`src/design/bcd_pkg.sv`:
```
package bcd_pkg;

    // Binary input side
    typedef logic [13:0] bin_value_t;  // Raw input, 14 bits cover 0 to 16383

    // Decimal side
    typedef logic [3:0] bcd_digit_t;  // One decimal digit, codes 10 to 15 unused

    localparam int BCD_DIGITS = 4;  // Digits per channel

    localparam bin_value_t MAX_DISPLAY_VALUE = bin_value_t'(9999);  // Saturation limit

    // One shift per input bit
    localparam int CONVERT_CYCLES = $bits(bin_value_t);

    // Edges from accepting a value to the commit edge
    localparam int CONVERT_LATENCY = CONVERT_CYCLES + 1;

    localparam int CREDITS_PER_CHANNEL = 1;  // Converter holds a single value

    // Converter FSM
    typedef enum logic [1:0] {
        IDLE,    // Waiting for a value
        SHIFT,   // Shift-and-add-3 steps
        COMMIT   // Hand digits to the scanner
    } conv_state_t;

endpackage

```
`src/design/display_pkg.sv`:
```
package display_pkg;

    import bcd_pkg::*;

    typedef logic [6:0] segment_t;  // Cathodes g..a, active low
    typedef logic [7:0] anode_t;    // Digit select, active low

    localparam int DISPLAY_DIGITS = 8;  // Four per channel

    localparam int DEFAULT_DWELL_CYCLES = 100000;  // About 1 ms per digit at 100 MHz

    localparam segment_t SEG_BLANK = 7'b111_1111;  // All cathodes off

    // Digit code to cathode pattern
    function automatic segment_t digit_to_segment(input bcd_digit_t digit);
        segment_t pattern;  // Pattern for this code
        case (digit)
            4'd0:    pattern = 7'b100_0000;
            4'd1:    pattern = 7'b111_1001;
            4'd2:    pattern = 7'b010_0100;
            4'd3:    pattern = 7'b011_0000;
            4'd4:    pattern = 7'b001_1001;
            4'd5:    pattern = 7'b001_0010;
            4'd6:    pattern = 7'b000_0010;
            4'd7:    pattern = 7'b111_1000;
            4'd8:    pattern = 7'b000_0000;
            4'd9:    pattern = 7'b001_0000;
            default: pattern = SEG_BLANK;  // Non-decimal codes stay dark
        endcase
        return pattern;
    endfunction

endpackage

```
`src/design/bcd_converter.sv`:
```
`timescale 1ns/10ps
module bcd_converter import bcd_pkg::*; (
    input  logic       CLK100MHz,  // System clock
    input  logic       reset,      // Async reset, active high
    input  logic       valid,      // One-cycle strobe, spends the credit
    input  bin_value_t value,      // Binary value, stable while valid
    output bcd_digit_t ones,       // Result digits
    output bcd_digit_t tens,
    output bcd_digit_t hundreds,
    output bcd_digit_t thousands,
    output logic       load,       // Scanner captures digits on this
    output logic       credit      // Credit back to the producer
);

    localparam int STEP_W = $clog2(CONVERT_CYCLES);   // Shift step counter width
    localparam int MSB    = $bits(bin_value_t) - 1;   // Input bit shifted in next
    localparam int FLIGHT_W = $clog2(CREDITS_PER_CHANNEL + 1);

    conv_state_t                 state;      // Converter FSM
    logic        [STEP_W-1:0]    step;       // Shifts done so far
    bin_value_t                  clamped;    // Input after saturation
    bin_value_t                  shift_reg;  // Remaining input bits, MSB first
    bcd_digit_t  [BCD_DIGITS-1:0] work;      // Working BCD, [0] is ones
    bcd_digit_t  [BCD_DIGITS-1:0] adj;       // Work after add-3 correction
    logic        [4*BCD_DIGITS:0] shifted;   // Corrected digits plus next bit
    logic        [FLIGHT_W-1:0]  in_flight;  // Credits spent, not yet returned

    // Above 9999 shows as 9999
    assign clamped = (value > MAX_DISPLAY_VALUE) ? MAX_DISPLAY_VALUE : value;

    // Add 3 to every digit of 5 or more before the shift
    always_comb begin
        for (int i = 0; i < BCD_DIGITS; i++) begin
            if (work[i] >= bcd_digit_t'(5)) begin
                adj[i] = work[i] + bcd_digit_t'(3);
            end else begin
                adj[i] = work[i];
            end
        end
    end

    assign shifted = {adj, shift_reg[MSB]};  // Top bit stays zero for values up to 9999

    // Control FSM
    always_ff @(posedge CLK100MHz or posedge reset) begin
        if (reset) begin
            state  <= IDLE;
            step   <= '0;
            load   <= 1'b0;
            credit <= 1'b0;
        end else begin
            load   <= 1'b0;  // Strobes last one cycle
            credit <= 1'b0;
            case (state)
                IDLE: begin
                    if (valid) begin
                        state <= SHIFT;  // Accepting edge
                        step  <= '0;
                    end
                end
                SHIFT: begin
                    step <= step + 1'b1;
                    if (step == STEP_W'(CONVERT_CYCLES - 1)) begin
                        state <= COMMIT;  // Last shift on this edge
                    end
                end
                COMMIT: begin
                    state  <= IDLE;
                    load   <= 1'b1;  // Digits land in the scanner next edge
                    credit <= 1'b1;  // Same cycle as load
                end
                default: state <= IDLE;
            endcase
        end
    end

    // Payload path
    always_ff @(posedge CLK100MHz or posedge reset) begin
        if (reset) begin
            shift_reg <= '0;
            work      <= '0;
            ones      <= '0;  // Result reads 0000
            tens      <= '0;
            hundreds  <= '0;
            thousands <= '0;
        end else if (state == IDLE && valid) begin
            shift_reg <= clamped;
            work      <= '0;
        end else if (state == SHIFT) begin
            shift_reg <= shift_reg << 1;
            work      <= shifted[4*BCD_DIGITS-1:0];
        end else if (state == COMMIT) begin
            ones      <= work[0];
            tens      <= work[1];
            hundreds  <= work[2];
            thousands <= work[3];
        end
    end

    // Producer-side credit tracking for the protocol check
    always_ff @(posedge CLK100MHz or posedge reset) begin
        if (reset) begin
            in_flight <= '0;
        end else if (valid && !credit) begin
            in_flight <= in_flight + 1'b1;
        end else if (credit && !valid) begin
            in_flight <= in_flight - 1'b1;
        end
    end

    // A valid only arrives with a credit in hand, which keeps it in IDLE
    a_valid_with_credit: assert property (@(posedge CLK100MHz) disable iff (reset)
        valid |-> (state == IDLE) && (in_flight < CREDITS_PER_CHANNEL || credit))
        else $error("valid seen without a credit or outside IDLE");

    // Result and credit together, a fixed distance after the accepting edge
    a_commit_latency: assert property (@(posedge CLK100MHz) disable iff (reset)
        (valid && state == IDLE) |=> ##CONVERT_LATENCY (credit && load))
        else $error("credit and load not on schedule");

endmodule

```
`src/design/segment_scanner.sv`:
```
`timescale 1ns/10ps
module segment_scanner import bcd_pkg::*, display_pkg::*; #(
    parameter int dwell_cycles = DEFAULT_DWELL_CYCLES  // Clocks per digit, any positive value
) (
    input  logic       CLK100MHz,    // System clock
    input  logic       reset,        // Async reset, active high
    input  logic       a_load,       // Channel A digits valid
    input  bcd_digit_t a_ones,
    input  bcd_digit_t a_tens,
    input  bcd_digit_t a_hundreds,
    input  bcd_digit_t a_thousands,
    input  logic       b_load,       // Channel B digits valid
    input  bcd_digit_t b_ones,
    input  bcd_digit_t b_tens,
    input  bcd_digit_t b_hundreds,
    input  bcd_digit_t b_thousands,
    output segment_t   seg,          // Cathodes, active low
    output anode_t     an            // One low bit selects the lit digit
);

    localparam int DWELL_W = $clog2(dwell_cycles + 1);   // Holds 0 to dwell_cycles-1
    localparam int INDEX_W = $clog2(DISPLAY_DIGITS);

    bcd_digit_t [DISPLAY_DIGITS-1:0] digit_reg;   // [7:4] channel A, [3:0] channel B
    logic       [DWELL_W-1:0]        dwell_cnt;   // Clocks spent on current digit
    logic       [INDEX_W-1:0]        digit_idx;   // Lit digit, 7 is leftmost
    logic                            dwell_done;  // Last clock of this digit

    assign dwell_done = (dwell_cnt == DWELL_W'(dwell_cycles - 1));

    // Digit store, each half on its own strobe
    always_ff @(posedge CLK100MHz or posedge reset) begin
        if (reset) begin
            digit_reg <= '0;  // Display reads 00000000
        end else begin
            if (a_load) begin
                digit_reg[7] <= a_thousands;  // Left half
                digit_reg[6] <= a_hundreds;
                digit_reg[5] <= a_tens;
                digit_reg[4] <= a_ones;
            end
            if (b_load) begin
                digit_reg[3] <= b_thousands;  // Right half
                digit_reg[2] <= b_hundreds;
                digit_reg[1] <= b_tens;
                digit_reg[0] <= b_ones;
            end
        end
    end

    // Dwell counter and digit index
    always_ff @(posedge CLK100MHz or posedge reset) begin
        if (reset) begin
            dwell_cnt <= '0;
            digit_idx <= INDEX_W'(DISPLAY_DIGITS - 1);  // Start on digit 7
        end else if (dwell_done) begin
            dwell_cnt <= '0;
            digit_idx <= digit_idx - 1'b1;  // 0 wraps back to 7
        end else begin
            dwell_cnt <= dwell_cnt + 1'b1;
        end
    end

    assign seg = digit_to_segment(digit_reg[digit_idx]);
    assign an  = ~(anode_t'(1) << digit_idx);

    // Exactly one digit lit
    a_one_anode: assert property (@(posedge CLK100MHz) disable iff (reset)
        $onehot(~an))
        else $error("anode select not one-hot-low");

endmodule

```
`src/design/dual_decimal_display.sv`:
```
`timescale 1ns/10ps
module dual_decimal_display import bcd_pkg::*, display_pkg::*; #(
    parameter int dwell_cycles = DEFAULT_DWELL_CYCLES  // Scanner dwell in clocks
) (
    input  logic       CLK100MHz,  // Board clock
    input  logic       reset,      // Async reset, active high
    input  logic       a_valid,    // Channel A, left four digits
    input  bin_value_t a_value,
    output logic       a_credit,
    input  logic       b_valid,    // Channel B, right four digits
    input  bin_value_t b_value,
    output logic       b_credit,
    output segment_t   seg,        // Shared cathodes
    output anode_t     an          // Shared anodes
);

    bcd_digit_t a_ones;  // Channel A result
    bcd_digit_t a_tens;
    bcd_digit_t a_hundreds;
    bcd_digit_t a_thousands;
    logic       a_load;
    bcd_digit_t b_ones;  // Channel B result
    bcd_digit_t b_tens;
    bcd_digit_t b_hundreds;
    bcd_digit_t b_thousands;
    logic       b_load;

    bcd_converter u_conv_a (
        .CLK100MHz (CLK100MHz),
        .reset     (reset),
        .valid     (a_valid),
        .value     (a_value),
        .ones      (a_ones),
        .tens      (a_tens),
        .hundreds  (a_hundreds),
        .thousands (a_thousands),
        .load      (a_load),
        .credit    (a_credit)
    );

    bcd_converter u_conv_b (
        .CLK100MHz (CLK100MHz),
        .reset     (reset),
        .valid     (b_valid),
        .value     (b_value),
        .ones      (b_ones),
        .tens      (b_tens),
        .hundreds  (b_hundreds),
        .thousands (b_thousands),
        .load      (b_load),
        .credit    (b_credit)
    );

    segment_scanner #(
        .dwell_cycles (dwell_cycles)
    ) u_scan (
        .CLK100MHz   (CLK100MHz),
        .reset       (reset),
        .a_load      (a_load),
        .a_ones      (a_ones),
        .a_tens      (a_tens),
        .a_hundreds  (a_hundreds),
        .a_thousands (a_thousands),
        .b_load      (b_load),
        .b_ones      (b_ones),
        .b_tens      (b_tens),
        .b_hundreds  (b_hundreds),
        .b_thousands (b_thousands),
        .seg         (seg),
        .an          (an)
    );

endmodule

```
`config.mk`:
```
export PLATFORM = sky130hd
export DESIGN_NAME = dual_decimal_display
export DESIGN_NICKNAME = d
export VERILOG_FILES = /design/src/design/bcd_pkg.sv /design/src/design/display_pkg.sv /design/src/design/bcd_converter.sv /design/src/design/segment_scanner.sv /design/src/design/dual_decimal_display.sv
export SDC_FILE = /design/constraint.sdc
export NUM_CORES = 1
export LEC_CHECK = 0
export BUFFER_PORTS_ARGS = -buffer_cell sky130_fd_sc_hd__buf_2
export CELL_PAD_IN_SITES_DETAIL_PLACEMENT = 0
export CELL_PAD_IN_SITES_GLOBAL_PLACEMENT = 2
export CORE_MARGIN = 2
export CORE_UTILIZATION = 39
export CTS_CLUSTER_DIAMETER = 200
export DETAILED_ROUTE_END_ITERATION = 10
export PLACE_DENSITY = 0.8
export SLEW_MARGIN = 20
export SYNTH_ARGS = -nofsm -noshare
export SYNTH_HDL_FRONTEND = slang
export SYNTH_SLANG_ARGS = --single-unit
export TNS_END_PERCENT = 30
```
`constraint.sdc`:
```
create_clock -name CLK100MHz -period 5.8 [get_ports CLK100MHz]
set_input_delay 0.29 -clock CLK100MHz [delete_from_list [all_inputs] [get_ports CLK100MHz]]
set_output_delay 0.29 -clock CLK100MHz [all_outputs]
set_load 0.05 [all_outputs]
```
==> results.toml <==
[floorplanning]
io_pins = 49
die-area_um2 = 20700
core_um2 = 19300
rows = 51
start_util = 0.395
dieWidth_um = 144
die_h_um = 144

[placement]
dpl.hpwl_um = 10000
pre_cts_slack_ps = 3000
io_buffers = 48
place_congestion = 0.754

[timing]
fin_crit_ps = 3220
fmax_ghz = 0.310
skew_ps = 8.06
hold_viol = 0
setup_viol = 0
rsz0062_at_grt = "false"
tns_ps = 0
period_share = 0.555
worst_slew_pin_slew_ps = 1040
setup_ws_ps = 2580
relSlewSlack = 0.300
drv_slew = 0

[worst_setup_path]
max_stage_delay_ps = 670
arrival_ps = 2930
path_cells = "mux4_1 > mux2i_1 > inv_1 > ha_1 > mux2i_1 > a2bb2oi_1 > buf_2"
path_max_fanout = 11
crit_required_ps = 5510
cp_slowest_cell = "dfstp_2"
crit_path_start_kind = "register"
worstSetupPathType = "reg -> out"
path_common_cell = "mux2i_1"
cp-end-kind = "output pin"

[power]
powerDensity_nw_per_um2 = 517
switching_power_w = 0.00160
comb_power_share = 0.333
p_clk_frac = 0.259
peakVddDrop_uv = 248
switching_share = 0.354
seqPwrFrac = 0.407
leakage_nw = 3.87
p_int_w = 0.00292

[finish]
final_layout_size_suffix_gt1_frac = 0.221
ff_latch_area_um2 = 3960
nFillCells = 1785
n_antenna_cell = 0
largest_reg_flops = 32
synthToLayoutAreaGrowth_pct = 14.4
fin_nets = 780
multi_input_area_um2 = 3410

[global_route]
antenna_found_initial = 0
grt_pass1_vias = 5032
grt_max_degree = 92
grt.total_usage = 0.148
grt_first_pass_wirelength_um = 24600
gr-total-overflow = 0

[cts]
numCtsBuffers = 17
cts_max_level = 4
ctsHoldBuffers = 0
clk-insertion-delay-late_ps = 420
ctsResizeCount = 0
cts_root_buffer = "clkbuf_16"
clock_path_buffers = 2
tritoncts = "built"
postCtsSetupBuffers = 0
cts.sinks = 158
clk_pin_slew_ps = 60

[yosys]
synth-main-ff-cell = "dfrtp_1"
yosysUniqueCellTypes = 50
synthTopCellsByArea = "dfrtp_1 51%, mux2_2 9.4%, ha_1 5.1%, o21ai_0 3.9%, mux4_1 2.8%"
yosysMostFrequentCell = "dfrtp_1"
asyncSetResetFlopFracSynth = 1.00
synth_common_cells = "155 x dfrtp_1, 64 x mux2_2, 59 x o21ai_0"
synthesis.area_um2 = 7630
synthMuxAreaShare = 0.133
synth-seq-area-share = 0.518
synth_seq_cells = 158
synth_fp_nets = 741
yosys.area.top_type = "dfrtp_1"
synth_compound_area_frac = 0.129
ys_warn_count = 0
synth-xor-area-share = 0.0321
synth_top_family_by_area = "multiplexers"
synthAdderAreaFrac = 0.0508
yosys.area_share.simple = 0.101
synth_top_area_share = 0.508
synth_edf_count = 0
synth_area_per_cell_um2 = 11.3
syn_inst = 678

[status]
outcome = "finished, final reports clean"

[worst_hold_path]
hp-class = "in -> async"

[route]
routed_wl_um = 14500
via_per_inst = 5.18
wl_per_cell_um = 14.6
dr.pass1.iters = 4
first_iter_violations = 197
ant_nets = 0
via_count = 5146
drc = 0

[flow_run]
maxCapViolations = 0
cell type report:
class / count / area share
sequential: 158 / 0.453
inverter: 33 / 0.0148
timing repair buffer: 55 / 0.0335
clock buffer: 18 / 0.0491
tap: 265 / 0.0380
clock inverter: 13 / 0.0215
multi-input combinational: 452 / 0.390
metrics by stage:
step | total power, W | instances | utilization | cell area (um^2) | hold WS, ps
after floorplan | 0.00299 | 678 | - | 7630 | 425
after global placement | 0.00330 | 963 | 0.420 | 8120 | 455
after CTS | 0.00456 | 994 | 0.452 | 8730 | 70.6
after detailed placement | 0.00337 | 963 | 0.420 | 8120 | 465
after global routing | 0.00483 | 994 | 0.452 | 8730 | 102
final | 0.00452 | 994 | 0.452 | 8730 | 23.6
power by group through the flow:
stage / sequential, W / clock (W) / combinational (W)
6_report: 0.00184 / 0.00117 / 0.00151
3_3_place_gp: 0.00185 / 0 / 0.00145
2_1_floorplan: 0.00174 / 0 / 0.00125
5_1_grt: 0.00190 / 0.00124 / 0.00170
3_5_place_dp: 0.00186 / 0 / 0.00151
4_1_cts: 0.00184 / 0.00120 / 0.00152
critical path: cells and delay by family (launching register included):
kind                       cells  cell delay, ps
adders and majority gates      1             200
AOI/OAI and AO/OA              1             100
buffers and inverters          2             360
muxes                          3            1190
DFF                            1             670
path summary, 6_finish.rpt:
check                                        from                      to  slack (ps)  depth (start not counted)
hold reg to reg            u_conv_b.shift_reg[13]  u_conv_b.shift_reg[13]         480                          2
hold / removal                              reset    u_scan.dwell_cnt[15]          20                          2
min in group CLK100MHz                b_value[12]  u_conv_b.shift_reg[12]         110                          3
setup reg to reg              u_scan.dwell_cnt[5]     u_scan.digit_idx[2]        3620                          5
max in group asynchronous                   reset        u_conv_a.work[4]        4400                          3
setup / recovery              u_scan.digit_idx[0]                  seg[0]        2580                          7
layout by cell type (no fill, tap or decap), types with 5 or more instances in the layout:
cell / count
o22ai_1: 10
nand3_1: 23
a22oi_1: 10
a211oi_1: 11
xor2_1: 12
xnor2_1: 16
dfrtp_1: 155
ha_1: 31
o31ai_1: 11
mux4_1: 8
buf_2: 48
inv_1: 32
mux2i_1: 5
nand4_1: 6
nand2b_1: 15
o21ai_0: 59
nand2_1: 49
clkbuf_16: 17
nor2_1: 29
mux2_2: 64
buf_4: 7
a32o_1: 6
and3_1: 5
nor3_1: 6
a21oi_1: 32
layer usage:
metal	part of all wire	GRT usage	wire length, um	vias to the layer above
met5	0	0	0	-
met4	0.013	0.0495	193	0
met3	0.030	0.0303	439	13
met2	0.45	0.229	6570	87
met1	0.50	0.209	7330	2530
li1	-	-	-	2516
cell families after synthesis:
kind of cell             Yosys count
AO/OA/AOI/OAI                    158
flip-flops                       158
AND/OR/NAND/NOR                  156
multiplexers                      79
buffers and inverters             68
adder cells (fa/ha/maj)           31
XOR/XNOR                          28
Power figures use the tool's default switching activity.
